<file path="src/rtl/riscv_pkg.sv">
package riscv_pkg;

    // Machine word and register index widths.
    localparam int XLEN       = 32;
    localparam int REG_ADDR_W = 5;
    localparam int ALU_OP_W   = 4;

    typedef logic [XLEN-1:0]       word_t;
    typedef logic [REG_ADDR_W-1:0] reg_addr_t;
    typedef logic [31:0]           instr_t;

    // Compare operations return a single bit in the result LSB.
    typedef enum logic [ALU_OP_W-1:0] {
        ALU_PASS = 4'd0,
        ALU_ADD  = 4'd1,
        ALU_SUB  = 4'd2,
        ALU_SLL  = 4'd3,
        ALU_SRL  = 4'd4,
        ALU_SRA  = 4'd5,
        ALU_XOR  = 4'd6,
        ALU_OR   = 4'd7,
        ALU_AND  = 4'd8,
        ALU_EQ   = 4'd9,
        ALU_NE   = 4'd10,
        ALU_LTS  = 4'd11,
        ALU_LTU  = 4'd12,
        ALU_GES  = 4'd13,
        ALU_GEU  = 4'd14
    } alu_op_e;

    // Major opcodes.
    localparam logic [6:0] OPC_OP     = 7'b0110011;
    localparam logic [6:0] OPC_OP_IMM = 7'b0010011;
    localparam logic [6:0] OPC_LUI    = 7'b0110111;
    localparam logic [6:0] OPC_AUIPC  = 7'b0010111;
    localparam logic [6:0] OPC_BRANCH = 7'b1100011;

    // funct3 for OP and OP-IMM.
    localparam logic [2:0] F3_ADD  = 3'b000;
    localparam logic [2:0] F3_SLL  = 3'b001;
    localparam logic [2:0] F3_SLT  = 3'b010;
    localparam logic [2:0] F3_SLTU = 3'b011;
    localparam logic [2:0] F3_XOR  = 3'b100;
    localparam logic [2:0] F3_SR   = 3'b101; // SRL or SRA by funct7.
    localparam logic [2:0] F3_OR   = 3'b110;
    localparam logic [2:0] F3_AND  = 3'b111;

    // funct3 for BRANCH.
    localparam logic [2:0] F3_BEQ  = 3'b000;
    localparam logic [2:0] F3_BNE  = 3'b001;
    localparam logic [2:0] F3_BLT  = 3'b100;
    localparam logic [2:0] F3_BGE  = 3'b101;
    localparam logic [2:0] F3_BLTU = 3'b110;
    localparam logic [2:0] F3_BGEU = 3'b111;

    // Selects SUB and SRA.
    localparam logic [6:0] F7_ALT = 7'b0100000;

endpackage

</file>
<file path="src/rtl/alu.sv">
`timescale 1ns/1ps

module alu (
    input  riscv_pkg::alu_op_e alu_op_i,

    input  riscv_pkg::word_t   operand_a_i,
    input  riscv_pkg::word_t   operand_b_i,

    output riscv_pkg::word_t   alu_result_o
);

    import riscv_pkg::*;

    logic [XLEN:0] adder_in_a;
    logic [XLEN:0] adder_in_b;
    logic [XLEN:0] adder_result;
    word_t         adder_out;
    logic          negate_op_b;

    logic [4:0]    shamt;
    word_t         shift_out;

    logic          signed_op;
    logic          is_equal;
    logic          is_greater_equal;
    logic          comp_result;

    // Carry-in rides in the extra LSB so one adder also subtracts.
    always_comb
    begin
        negate_op_b  = (alu_op_i != ALU_ADD); // Compares subtract too.
        adder_in_a   = {operand_a_i, 1'b1};
        adder_in_b   = {operand_b_i ^ {XLEN{negate_op_b}}, negate_op_b};
        adder_result = adder_in_a + adder_in_b;
        adder_out    = adder_result[XLEN:1];
    end

    assign shamt = operand_b_i[4:0]; // Upper bits ignored.

    always_comb
    begin
        case (alu_op_i)
            ALU_SRA: shift_out = $signed(operand_a_i) >>> shamt;
            ALU_SRL: shift_out = operand_a_i >> shamt;
            ALU_SLL: shift_out = operand_a_i << shamt;
            default: shift_out = '0;
        endcase
    end

    assign signed_op = (alu_op_i == ALU_GES) || (alu_op_i == ALU_LTS);
    assign is_equal  = (operand_a_i == operand_b_i);

    // With equal signs the difference decides, otherwise the signs do.
    always_comb
    begin
        if ((operand_a_i[XLEN-1] ^ operand_b_i[XLEN-1]) == 1'b0)
        begin
            is_greater_equal = ~adder_out[XLEN-1];
        end
        else
        begin
            is_greater_equal = operand_a_i[XLEN-1] ^ signed_op;
        end
    end

    always_comb
    begin
        case (alu_op_i)
            ALU_EQ:           comp_result = is_equal;
            ALU_NE:           comp_result = ~is_equal;
            ALU_GES, ALU_GEU: comp_result = is_greater_equal;
            ALU_LTS, ALU_LTU: comp_result = ~is_greater_equal;
            default:          comp_result = 1'b0;
        endcase
    end

    always_comb
    begin
        case (alu_op_i)
            ALU_PASS:                  alu_result_o = operand_a_i;
            ALU_ADD, ALU_SUB:          alu_result_o = adder_out;
            ALU_SRA, ALU_SRL, ALU_SLL: alu_result_o = shift_out;
            ALU_XOR:                   alu_result_o = operand_a_i ^ operand_b_i;
            ALU_OR:                    alu_result_o = operand_a_i | operand_b_i;
            ALU_AND:                   alu_result_o = operand_a_i & operand_b_i;
            ALU_EQ, ALU_NE,
            ALU_GES, ALU_GEU,
            ALU_LTS, ALU_LTU:          alu_result_o = {{(XLEN-1){1'b0}}, comp_result};
            default:                   alu_result_o = '0;
        endcase
    end

endmodule

</file>
<file path="src/rtl/instr_decoder.sv">
`timescale 1ns/1ps

module instr_decoder (
    input  riscv_pkg::instr_t    instr_i,

    output riscv_pkg::reg_addr_t rs1_o,
    output riscv_pkg::reg_addr_t rs2_o,
    output riscv_pkg::reg_addr_t rd_o,
    output riscv_pkg::word_t     imm_o,
    output riscv_pkg::alu_op_e   alu_op_o,

    output logic                 use_imm_o,
    output logic                 use_pc_o,
    output logic                 zero_a_o,
    output logic                 reg_write_o,
    output logic                 is_branch_o,
    output logic                 illegal_o
);

    import riscv_pkg::*;

    logic [6:0] opcode;
    logic [2:0] funct3;
    logic [6:0] funct7;
    word_t      imm_i_type;
    word_t      imm_u_type;
    word_t      imm_b_type;

    // Shared by OP and OP-IMM.
    function automatic alu_op_e arith_op(input logic [2:0] f3, input logic alt);
        case (f3)
            F3_ADD:  return alt ? ALU_SUB : ALU_ADD;
            F3_SLL:  return ALU_SLL;
            F3_SLT:  return ALU_LTS;
            F3_SLTU: return ALU_LTU;
            F3_XOR:  return ALU_XOR;
            F3_SR:   return alt ? ALU_SRA : ALU_SRL;
            F3_OR:   return ALU_OR;
            default: return ALU_AND;
        endcase
    endfunction

    assign opcode = instr_i[6:0];
    assign funct3 = instr_i[14:12];
    assign funct7 = instr_i[31:25];

    assign rd_o  = instr_i[11:7];
    assign rs1_o = instr_i[19:15];
    assign rs2_o = instr_i[24:20];

    assign imm_i_type = {{20{instr_i[31]}}, instr_i[31:20]};
    assign imm_u_type = {instr_i[31:12], 12'b0};
    assign imm_b_type = {{19{instr_i[31]}}, instr_i[31], instr_i[7],
                         instr_i[30:25], instr_i[11:8], 1'b0};

    always_comb
    begin
        imm_o       = '0;
        alu_op_o    = ALU_ADD;
        use_imm_o   = 1'b0;
        use_pc_o    = 1'b0;
        zero_a_o    = 1'b0;
        reg_write_o = 1'b0;
        is_branch_o = 1'b0;
        illegal_o   = 1'b0;

        case (opcode)
            OPC_OP:
            begin
                alu_op_o    = arith_op(funct3, funct7 == F7_ALT);
                reg_write_o = 1'b1;
                if (funct7 == F7_ALT)
                    illegal_o = (funct3 != F3_ADD) && (funct3 != F3_SR);
                else
                    illegal_o = (funct7 != '0);
            end
            OPC_OP_IMM:
            begin
                imm_o       = imm_i_type;
                use_imm_o   = 1'b1;
                alu_op_o    = arith_op(funct3, (funct3 == F3_SR) && (funct7 == F7_ALT));
                reg_write_o = 1'b1;
                // Only the shift forms reuse funct7.
                if (funct3 == F3_SLL)
                    illegal_o = (funct7 != '0);
                else if (funct3 == F3_SR)
                    illegal_o = (funct7 != '0) && (funct7 != F7_ALT);
            end
            OPC_LUI:
            begin
                imm_o       = imm_u_type;
                use_imm_o   = 1'b1;
                zero_a_o    = 1'b1; // 0 + imm.
                reg_write_o = 1'b1;
            end
            OPC_AUIPC:
            begin
                imm_o       = imm_u_type;
                use_imm_o   = 1'b1;
                use_pc_o    = 1'b1;
                reg_write_o = 1'b1;
            end
            OPC_BRANCH:
            begin
                imm_o       = imm_b_type;
                is_branch_o = 1'b1;
                case (funct3)
                    F3_BEQ:  alu_op_o = ALU_EQ;
                    F3_BNE:  alu_op_o = ALU_NE;
                    F3_BLT:  alu_op_o = ALU_LTS;
                    F3_BGE:  alu_op_o = ALU_GES;
                    F3_BLTU: alu_op_o = ALU_LTU;
                    F3_BGEU: alu_op_o = ALU_GEU;
                    default: illegal_o = 1'b1;
                endcase
            end
            default: illegal_o = 1'b1;
        endcase

        if (illegal_o)
        begin
            reg_write_o = 1'b0; // Leave rd untouched.
            is_branch_o = 1'b0;
        end
    end

endmodule

</file>
<file path="src/rtl/register_file.sv">
`timescale 1ns/1ps

module register_file (
    input  logic                 clk_i,
    input  logic                 rst_n_i,

    input  riscv_pkg::reg_addr_t raddr_a_i,
    input  riscv_pkg::reg_addr_t raddr_b_i,
    output riscv_pkg::word_t     rdata_a_o,
    output riscv_pkg::word_t     rdata_b_o,

    input  riscv_pkg::reg_addr_t waddr_i,
    input  logic                 we_i,
    input  riscv_pkg::word_t     wdata_i
);

    import riscv_pkg::*;

    // No storage for x0.
    word_t regs_q [1:2**REG_ADDR_W-1];

    always_ff @(posedge clk_i or negedge rst_n_i)
    begin
        if (!rst_n_i)
        begin
            for (int i = 1; i < 2**REG_ADDR_W; i++)
            begin
                regs_q[i] <= '0;
            end
        end
        else if (we_i && (waddr_i != '0))
        begin
            regs_q[waddr_i] <= wdata_i;
        end
    end

    assign rdata_a_o = (raddr_a_i == '0) ? '0 : regs_q[raddr_a_i];
    assign rdata_b_o = (raddr_b_i == '0) ? '0 : regs_q[raddr_b_i];

endmodule

</file>
<file path="src/rtl/exec_stage.sv">
`timescale 1ns/1ps

module exec_stage (
    input  logic                 clk_i,
    input  logic                 rst_n_i,

    input  logic                 instr_valid_i,
    input  riscv_pkg::word_t     pc_i,
    input  riscv_pkg::word_t     rs1_data_i,
    input  riscv_pkg::word_t     rs2_data_i,
    input  riscv_pkg::word_t     imm_i,
    input  logic                 use_imm_i,
    input  logic                 use_pc_i,
    input  logic                 zero_a_i,
    input  logic                 reg_write_i,
    input  logic                 is_branch_i,
    input  logic                 illegal_i,
    input  riscv_pkg::reg_addr_t rd_i,
    input  riscv_pkg::word_t     alu_result_i,

    output riscv_pkg::word_t     operand_a_o,
    output riscv_pkg::word_t     operand_b_o,
    output logic                 rf_we_o,

    output logic                 wb_valid_o,
    output riscv_pkg::reg_addr_t wb_rd_o,
    output riscv_pkg::word_t     wb_data_o,
    output logic                 branch_taken_o,
    output riscv_pkg::word_t     branch_target_o,
    output logic                 illegal_o
);

    import riscv_pkg::*;

    word_t branch_target;
    logic  do_write;

    assign operand_a_o = zero_a_i ? '0 : (use_pc_i ? pc_i : rs1_data_i);
    assign operand_b_o = (use_imm_i && !is_branch_i) ? imm_i : rs2_data_i;

    // ALU is busy comparing, so the target gets its own adder.
    assign branch_target = pc_i + imm_i;

    assign do_write = instr_valid_i && reg_write_i && !illegal_i;
    assign rf_we_o  = do_write && (rd_i != '0);

    always_ff @(posedge clk_i or negedge rst_n_i)
    begin
        if (!rst_n_i)
        begin
            wb_valid_o      <= 1'b0;
            wb_rd_o         <= '0;
            wb_data_o       <= '0;
            branch_taken_o  <= 1'b0;
            branch_target_o <= '0;
            illegal_o       <= 1'b0;
        end
        else
        begin
            wb_valid_o     <= do_write;
            branch_taken_o <= instr_valid_i && is_branch_i && alu_result_i[0];
            illegal_o      <= instr_valid_i && illegal_i;
            if (do_write)
            begin
                wb_rd_o   <= rd_i;
                wb_data_o <= alu_result_i;
            end
            if (instr_valid_i && is_branch_i)
                branch_target_o <= branch_target; // Taken or not.
        end
    end

endmodule

</file>
<file path="src/rtl/riscv_exec_top.sv">
`timescale 1ns/1ps

module riscv_exec_top (
    input  logic                 clk_i,
    input  logic                 rst_n_i,

    input  logic                 instr_valid_i,
    input  riscv_pkg::instr_t    instr_i,
    input  riscv_pkg::word_t     pc_i,

    output logic                 wb_valid_o,
    output riscv_pkg::reg_addr_t wb_rd_o,
    output riscv_pkg::word_t     wb_data_o,
    output logic                 branch_taken_o,
    output riscv_pkg::word_t     branch_target_o,
    output logic                 illegal_o
);

    import riscv_pkg::*;

    reg_addr_t rs1;
    reg_addr_t rs2;
    reg_addr_t rd;
    word_t     imm;
    alu_op_e   alu_op;
    logic      use_imm;
    logic      use_pc;
    logic      zero_a;
    logic      reg_write;
    logic      is_branch;
    logic      dec_illegal;

    word_t     rs1_data;
    word_t     rs2_data;
    word_t     operand_a;
    word_t     operand_b;
    word_t     alu_result;
    logic      rf_we;

    instr_decoder i_decoder (
        .instr_i     (instr_i),
        .rs1_o       (rs1),
        .rs2_o       (rs2),
        .rd_o        (rd),
        .imm_o       (imm),
        .alu_op_o    (alu_op),
        .use_imm_o   (use_imm),
        .use_pc_o    (use_pc),
        .zero_a_o    (zero_a),
        .reg_write_o (reg_write),
        .is_branch_o (is_branch),
        .illegal_o   (dec_illegal)
    );

    // Write data comes straight from the ALU.
    register_file i_regfile (
        .clk_i     (clk_i),
        .rst_n_i   (rst_n_i),
        .raddr_a_i (rs1),
        .raddr_b_i (rs2),
        .rdata_a_o (rs1_data),
        .rdata_b_o (rs2_data),
        .waddr_i   (rd),
        .we_i      (rf_we),
        .wdata_i   (alu_result)
    );

    exec_stage i_exec (
        .clk_i           (clk_i),
        .rst_n_i         (rst_n_i),
        .instr_valid_i   (instr_valid_i),
        .pc_i            (pc_i),
        .rs1_data_i      (rs1_data),
        .rs2_data_i      (rs2_data),
        .imm_i           (imm),
        .use_imm_i       (use_imm),
        .use_pc_i        (use_pc),
        .zero_a_i        (zero_a),
        .reg_write_i     (reg_write),
        .is_branch_i     (is_branch),
        .illegal_i       (dec_illegal),
        .rd_i            (rd),
        .alu_result_i    (alu_result),
        .operand_a_o     (operand_a),
        .operand_b_o     (operand_b),
        .rf_we_o         (rf_we),
        .wb_valid_o      (wb_valid_o),
        .wb_rd_o         (wb_rd_o),
        .wb_data_o       (wb_data_o),
        .branch_taken_o  (branch_taken_o),
        .branch_target_o (branch_target_o),
        .illegal_o       (illegal_o)
    );

    alu i_alu (
        .alu_op_i     (alu_op),
        .operand_a_i  (operand_a),
        .operand_b_i  (operand_b),
        .alu_result_o (alu_result)
    );

endmodule

</file>
<file path="config.mk">
export PLATFORM = sky130hd
export DESIGN_NAME = riscv_exec_top
export DESIGN_NICKNAME = d
export VERILOG_FILES = /design/src/rtl/riscv_pkg.sv /design/src/rtl/alu.sv /design/src/rtl/instr_decoder.sv /design/src/rtl/register_file.sv /design/src/rtl/exec_stage.sv /design/src/rtl/riscv_exec_top.sv
export SDC_FILE = /design/constraint.sdc
export NUM_CORES = 2
export LEC_CHECK = 0
export ABC_CLOCK_PERIOD_IN_PS = 13650
export BUFFER_PORTS_ARGS = -buffer_cell sky130_fd_sc_hd__buf_2
export CORE_MARGIN = 1
export CORE_UTILIZATION = 55
export CTS_CLUSTER_SIZE = 40
export DETAILED_ROUTE_END_ITERATION = 8
export PLACE_DENSITY_LB_ADDON = 0.3
export SLEW_MARGIN = 5
export SYNTH_ARGS = -nofsm -noshare
export SYNTH_HDL_FRONTEND = slang
export SYNTH_SLANG_ARGS = --single-unit
</file>
<file path="constraint.sdc">
create_clock -name clk_i -period 13.65 [get_ports clk_i]
set_input_delay 2.0475 -clock clk_i [delete_from_list [all_inputs] [get_ports clk_i]]
set_output_delay 2.0475 -clock clk_i [all_outputs]
set_load 0.02 [all_outputs]
</file>
# [Word-level counts from Yosys, hierarchy flattened]
# Cells that the tools add are included.
[classes] n_reduce_logical=31 n_shift=3 muxes=39 bitwise=12 n_addsub=2 eq_ne=31 magnitude_cmp=4
[op_table] cell="bitwise mux 992 bit" count=1
[op_table] cell="binary-select mux 32 bit (select 5 bit)" count=2
[op_table] cell="two-way mux 32 bit" count=10
[op_table] cell="case mux 32 bit (7 select lines)" count=1
[op_table] cell="case mux 32 bit (3 select lines)" count=2
[op_table] cell="demux 32 bit (select 5 bit)" count=1
[op_table] cell="XOR 32 bit" count=2
[op_table] cell="case mux 4 bit (7 select lines)" count=2
[op_table] cell="adder 33 bit" count=1
[op_table] cell="adder 32 bit" count=1
[op_table] cell="bitwise AND 32 bit" count=1
[op_table] cell="== test 32 bit" count=1
[op_table] cell="OR 32 bit" count=1
[op_table] cell="left shift 32 x 5 -> 32 bit" count=1
[op_table] cell=">> shifter 32 x 5 -> 32 bit" count=1
[op_table] cell=">>> shifter 32 x 5 -> 32 bit" count=1
[op_table] cell="== test 4 bit, second input constant" count=7
[op_table] cell="case mux 4 bit (6 select lines)" count=1
[op_table] cell="== test 7 x 6 -> 1 bit, second input constant" count=3
[op_table] cell=">= comparator 6 bit, second input constant" count=3
[op_table] cell="inverter 5 -> 6 bit" count=3
[op_table] cell="== test 4 x 3 -> 1 bit, second input constant" count=4
[op_table] cell="== test 7 x 5 -> 1 bit, second input constant" count=2
[op_table] cell="two-way mux 1 bit" count=14
[op_table] cell="28 further kinds" count=56
[word_totals] register_bits=1064 input_bits=67

# [Logic depth before layout (Yosys ltp)]
[depth] depth_word=17 depth_mapped=28 mapped_depth_nobuf=21

# [Hierarchy]
# Synthesis repeated with hierarchy kept, for this count alone.
[hier_totals] hier_cells=5615 area_unflattened_um2=67019.3
[modules_own_cells] module="register_file" cells_each=3775 instances=1 area_per_inst_um2=53585.1
[modules_own_cells] module="alu" cells_each=1114 instances=1 area_per_inst_um2=7606.0
[modules_own_cells] module="exec_stage" cells_each=617 instances=1 area_per_inst_um2=5091.1
[modules_own_cells] module="instr_decoder" cells_each=109 instances=1 area_per_inst_um2=737.0

# [Least setup slack after synthesis]
# No wires, ideal clock.
[synth_path] path_type="in2reg" start="input port instr_i[21]" end="register i_regfile.regs_q[480] (netlist bit)" arrival_ns=8.038 setup_time_ns=0.133 stages=27 path_slack_ns=5.480 cell_sequence="buf_4 > buf_4 > buf_4 > buf_4 > buf_2 > clkbuf_1 > buf_1 > clkbuf_1 > mux4_2 > mux4_2 > mux2i_1 > o21ai_0 > xor2_1 > ha_1 > a21oi_1 > o21bai_1 > a21o_1 > a21oi_1 > o21ai_0 > o211a_1 > a21oi_1 > mux2i_1 > nor2_1 > mux2_4 > a2111oi_4 > buf_6 > a21oi_1"
[synth_between] elab_chain_cells=14 elab_cells_between_ends=26 cone_classes="add/sub: 1; eq/ne: 1; shift: 3; mux: 11; bitwise: 9; reduce/logical: 1"
[synth_rtl] item="from (decl)" line_no="riscv_exec_top.sv:8" text="input riscv_pkg::instr_t instr_i,"
[synth_rtl] item="inverter 5 -> 6 bit (implied by the code)" line_no="register_file.sv:38" text="assign rdata_b_o = (raddr_b_i == '0) ? '0 : regs_q[raddr_b_i];"
[synth_rtl] item="binary-select mux 32 bit (select 5 bit)" line_no="register_file.sv:38"
[synth_rtl] item="two-way mux 32 bit (implied by the code) (2 in series)" line_no="register_file.sv:38"
[synth_rtl] item="two-way mux 32 bit" line_no="register_file.sv:38"
[synth_rtl] item="two-way mux 32 bit *" line_no="exec_stage.sv:39" text="assign operand_b_o = (use_imm_i && !is_branch_i) ? imm_i : rs2_data_i;"
[synth_rtl] item="XOR 32 bit" line_no="alu.sv:33" text="adder_in_b = {operand_b_i ^ {XLEN{negate_op_b}}, negate_op_b};"
[synth_rtl] item="adder 33 bit" line_no="alu.sv:34" text="adder_result = adder_in_a + adder_in_b;"
[synth_rtl] item="inverter 1 bit" line_no="alu.sv:58" text="is_greater_equal = ~adder_out[XLEN-1];"
[synth_rtl] item="two-way mux 1 bit" line_no="alu.sv:56" text="if ((operand_a_i[XLEN-1] ^ operand_b_i[XLEN-1]) == 1'b0)"
[synth_rtl] item="inverter 1 bit" line_no="alu.sv:72" text="ALU_LTS, ALU_LTU: comp_result = ~is_greater_equal;"
[synth_rtl] item="case mux 1 bit (4 select lines)" line_no="alu.sv:68" text="case (alu_op_i)"
[synth_rtl] item="case mux 32 bit (7 select lines) *" line_no="alu.sv:79" text="case (alu_op_i)"
[synth_rtl] item="bitwise mux 992 bit *" line_no="register_file.sv:33" text="regs_q[waddr_i] <= wdata_i;"
[synth_rtl] item="to (signal, indexed assignment)" line_no="register_file.sv:33"
[synth_rtl] item="to (decl)" line_no="register_file.sv:20" text="word_t regs_q [1:2**REG_ADDR_W-1];"
# Every way passes the cells marked *; elsewhere a longest branch is shown, timed or not. The select of a mux whose other input is x is not followed.
# A chain may end at the register's enable or synchronous reset.

# [Worst setup path in the final report]
[layout_path] start="input port instr_i[20]" end="register i_regfile.regs_q[478] (netlist bit)"
[layout_between] elab_chain_cells=10 elab_cells_between_ends=19 cone_classes="add/sub: 1; shift: 3; mux: 9; bitwise: 5; reduce/logical: 1"
[layout_rtl] item="inverter 5 -> 6 bit (implied by the code)" line_no="register_file.sv:38"
[layout_rtl] item="binary-select mux 32 bit (select 5 bit)" line_no="register_file.sv:38"
[layout_rtl] item="two-way mux 32 bit (implied by the code) (2 in series)" line_no="register_file.sv:38"
[layout_rtl] item="two-way mux 32 bit" line_no="register_file.sv:38"
[layout_rtl] item="two-way mux 32 bit *" line_no="exec_stage.sv:39"
[layout_rtl] item="XOR 32 bit (tied with other cells)" line_no="alu.sv:33"
[layout_rtl] item="adder 33 bit or case mux 32 bit (3 select lines) (tied branches)" line_no="alu.sv:34, alu.sv:42"
[layout_rtl] item="case mux 32 bit (7 select lines) *" line_no="alu.sv:79"
[layout_rtl] item="bitwise mux 992 bit *" line_no="register_file.sv:33"
# Marked as above.

==> summary.md <==
| Metric | Value |
|---|---|
| Max-slew violation count | 0 |
| P_leak | 31.99 nW |
| Syn-to-layout area delta | 8.178% |
| Slew margin rel. | 9.179% |
| Top cell type's share of synthesized area | 40.61% |
| Hold EP | i_exec.wb_rd_o[2] |
| FF-to-FF Start | i_regfile.regs_q[138] |
| CP required | 14,180 ps |
| Finish-stage setup viols | 0 |
| Resized cells post-CTS | 0 |
| DIE HEIGHT | 347.2 um |
| CP max stage delay | 1010 ps |
| Max FO, Critical Path | 67 |
| Number of flops mapped to enable cells by yosys | 0 |
| Routed wire length per instance | 33.77 um |
| CTS tree | done |
| Largest net degree at the start of global routing | 188 |
| Unrepaired setup endpoints after global routing | no |
| Share of power burned in registers | 43.4% |
| Num CTS Buffers | 112 |
| Die area | 120,600 sq um |
| Gate power share | 14.2% |
| Slowest cell on the critical path | o21a_1 |
| Die Wd | 347.2 um |
| Clock transition at path regs | 60 ps |
| Io pins | 139 |
| Initial core utilization | 55.52% |
| Worst setup EP type | flop |
| DPL Wire Length | 171.8 mm |
| Worst hold path depth | 2 |
| Cell variety after synth | 107 |
| Most instantiated library cell after synthesis | dfrtp_1 |
| Outcome | finished clean |
| Layout cells sized above 1 | 20.51% |
| Hold Vio Cnt, Final | 0 |
| Global-route wire length before repair | 381.8 mm |
| Nets@finish | 6,385 |
| Internal power | 5.227 mW |
| # hold bufs at CTS | 0 |
| CP cell instances | buf_8, buf_4, nor2b_4, buf_4, nand2_1, o21ai_0, mux4_2, mux2i_1, o21ai_0, xor2_1, ha_1, a21o_1, a21o_1, a21oi_1, o21a_1, o21ai_0, a222oi_1, o221ai_1, a221o_1, o32ai_1, o21a_1, a21oi_1 |
| R2r setup slk | 7000 ps |
| Clock power frac | 42.5% |
| Worst r2r dst | i_regfile.regs_q[0] |
| Mapped Cells | 6,368 |
| Min-Delay Path Class | reg2reg |
| Buffer count from post-CTS setup fixing | 0 |
| Synth cell count leaders | dfrtp_1, nor2_1, a21oi_1 |
| Synthesized cell area | 65,560 sq um |
| Most common cell on crit path | o21ai_0 |
| Async S/R FF share, synth | 100.0% |
| Max VDD drop | 0.09622 mV |
| Vias in the first global route | 54,890 |
| GPL Wtd Cong | 1.070 |
| Hold Path Origin | i_exec.wb_rd_o[2] |
| Period utilisation layout | 67.59% |
| Nature of the critical path startpoint | input port |
| Clk Latency, worst-skew pair | 750 ps |
| Kind of critical path | in2reg |
| YS warnings | 0 |
| Worst r2r path cells | 17 |
| Core ar. | 118,100 sq um |
| Vias per cell | 7.178 |
| WP buf/inv | 3 |
| CP arrival | 9760 ps |
| Area contributors post-synth | dfrtp_1, mux4_2, a21oi_1, nor2_1, mux2i_1 |
| CP delay by family, top | compound AO/OA/AOI/OAI gates |
| Syn avg cell area | 10.29 sq um |
| Max_cap viols | 0 |
| Sequential share of the synthesized area | 40.61% |
| WL final | 263.9 mm |
| Port Buffers | 138 |
| Total track usage | 43.78% |
| Setup Skew | 57.45 ps |
| Sw power | 2.095 mW |
| Starting DRT DRC Count | 7,266 |
| Final hold slack | 468.6 ps |
| Final-layout fill cell count | 9,618 |
| Ys flop type | dfrtp_1 |
| Tmin final | 9226 ps |
| Power Density | 103.3 nW/um^2 |
| Sw frac | 28.61% |
| H-tree Lvls | 3 |
| Antenna violations before repair | 15 |
| DRC viols | 0 |
| Worst-Margin Slew | 1362 ps |
| #FFs+latches synth | 1,064 |
| Antenna Nets Post-Route | 0 |
| Synth area leader | dfrtp_1 |
| Row Count | 126 |
| Drt pass-1 iters | 7 |
| Setup TNS | 0 ps |
| Gr ovfl total | 0 |
| CTS root buf | clkbuf_16 |
| Clock sinks | 1,064 |
| F_max | 0.1084 GHz |
| Syn nets | 6,563 |
| Vias | 56,110 |
| Worst-case clock buffer depth | 3 |
==> power groups by stage <==
stage               clock, mW  combinational, mW  sequential (mW)
finish                   3.11               1.04             3.17
global route             3.24               1.06             3.17
CTS                      3.12              0.995             3.17
detailed placement          0              0.991             3.23
global placement            0              0.993             3.23
floorplan                   0              0.583             3.24
==> worst max path at each step <==
stage | start | end | slack (ps) | cells past startpoint
2_1_floorplan | instr_i[21] | i_regfile.regs_q[480] | 5480 | 27
3_3_place_gp | instr_i[20] | i_regfile.regs_q[0] | 3850 | 22
3_5_place_dp | instr_i[20] | i_regfile.regs_q[0] | 3890 | 22
4_1_cts | instr_i[20] | i_regfile.regs_q[0] | 4600 | 22
5_1_grt | instr_i[20] | i_regfile.regs_q[158] | 3990 | 20
6_report | instr_i[20] | i_regfile.regs_q[478] | 4420 | 22
==> area by class of cell <==
class,count,area [sq um],share of cell area [%]
repair buffers,302,2056,2.899
flip-flops and latches,1064,26630,37.54
clock buffers,170,3396,4.788
multi-input cells,4610,36210,51.06
diodes,6,15.01,0.02117
well taps,1536,1922,2.710
inverters,100,380.4,0.5363
clock inverters,29,316.6,0.4464
==> flip-flops by register name (all words and copies together), names as in the netlist <==
signal / count
i_regfile.regs_q: 992
i_exec.branch_target_o: 32
i_exec.illegal_o: 1
i_exec.branch_taken_o: 1
i_exec.wb_rd_o: 5
i_exec.wb_data_o: 32
i_exec.wb_valid_o: 1
==> tightest hold or removal path, delay by kind of cell, from the launching register on <==
family | cells | cell delay (ps)
flip-flops | 1 | 340
AND/OR/NAND/NOR | 2 | 100
==> metrics by stage <==
stage | area, sq um | util (%) | worst slack, ps | power [mW] | cells
final | 70920 | 60.06 | 4424 | 7.322 | 7817
after global routing | 70900 | 60.05 | 3992 | 7.478 | 7811
after CTS | 70900 | 60.05 | 4604 | 7.286 | 7811
after detailed placement | 67190 | 56.90 | 3889 | 4.223 | 7612
after global placement | 67190 | 56.90 | 3850 | 4.224 | 7612
after floorplan | 65560 | - | 5480 | 3.825 | 6368
==> metal layers <==
layer / track usage [%] / wire [um] / vias up
met5: 0 / 132 / -
met4: 33.17 / 24070 / 18
met3: 16.90 / 37360 / 1221
met2: 62.57 / 111400 / 3997
met1: 53.55 / 90950 / 27780
li1: - / - / 23100
==> logic make-up (layout without fill, tap and decap cells) <==
family / after synthesis / count (layout) / share of synthesized area (%)
AO/OA/AOI/OAI: 1819 / 1819 / 17.08
XOR/XNOR: 85 / 85 / 1.147
adder cells (fa/ha/maj): 128 / 128 / 2.454
buffers and inverters: 694 / 601 / 4.903
flip-flops: 1064 / 1064 / 40.61
multiplexers: 955 / 955 / 23.36
other: 0 / 6 / 0
AND/OR/NAND/NOR: 1623 / 1623 / 10.44
==> placed cells by master (no fill, tap or decap), types with 18 or more instances in the layout <==
cell type and instances:
nor2_4 27, clkinv_2 19, nand2_1 343, nor2_1 938, nand3_1 52, buf_4 159, nor3_1 62, a21oi_2 33
o211ai_1 33, o21a_1 19, a221o_1 21, and2_1 18, buf_2 131, dfrtp_1 1064, clkbuf_16 116, inv_1 87
mux2_2 208, a21o_1 69, o21ai_0 253, a211oi_1 55, mux2i_1 307, a21oi_1 900, clkbuf_8 29, mux4_2 439
nor4_1 18, clkbuf_1 25, a31oi_1 63, nor2b_1 27, a22oi_1 84, a221oi_1 56, nand2b_1 23, ha_1 127
xor2_1 49, xnor2_1 35, o21ai_1 34
Note: power is estimated with default switching activity, not from simulation.
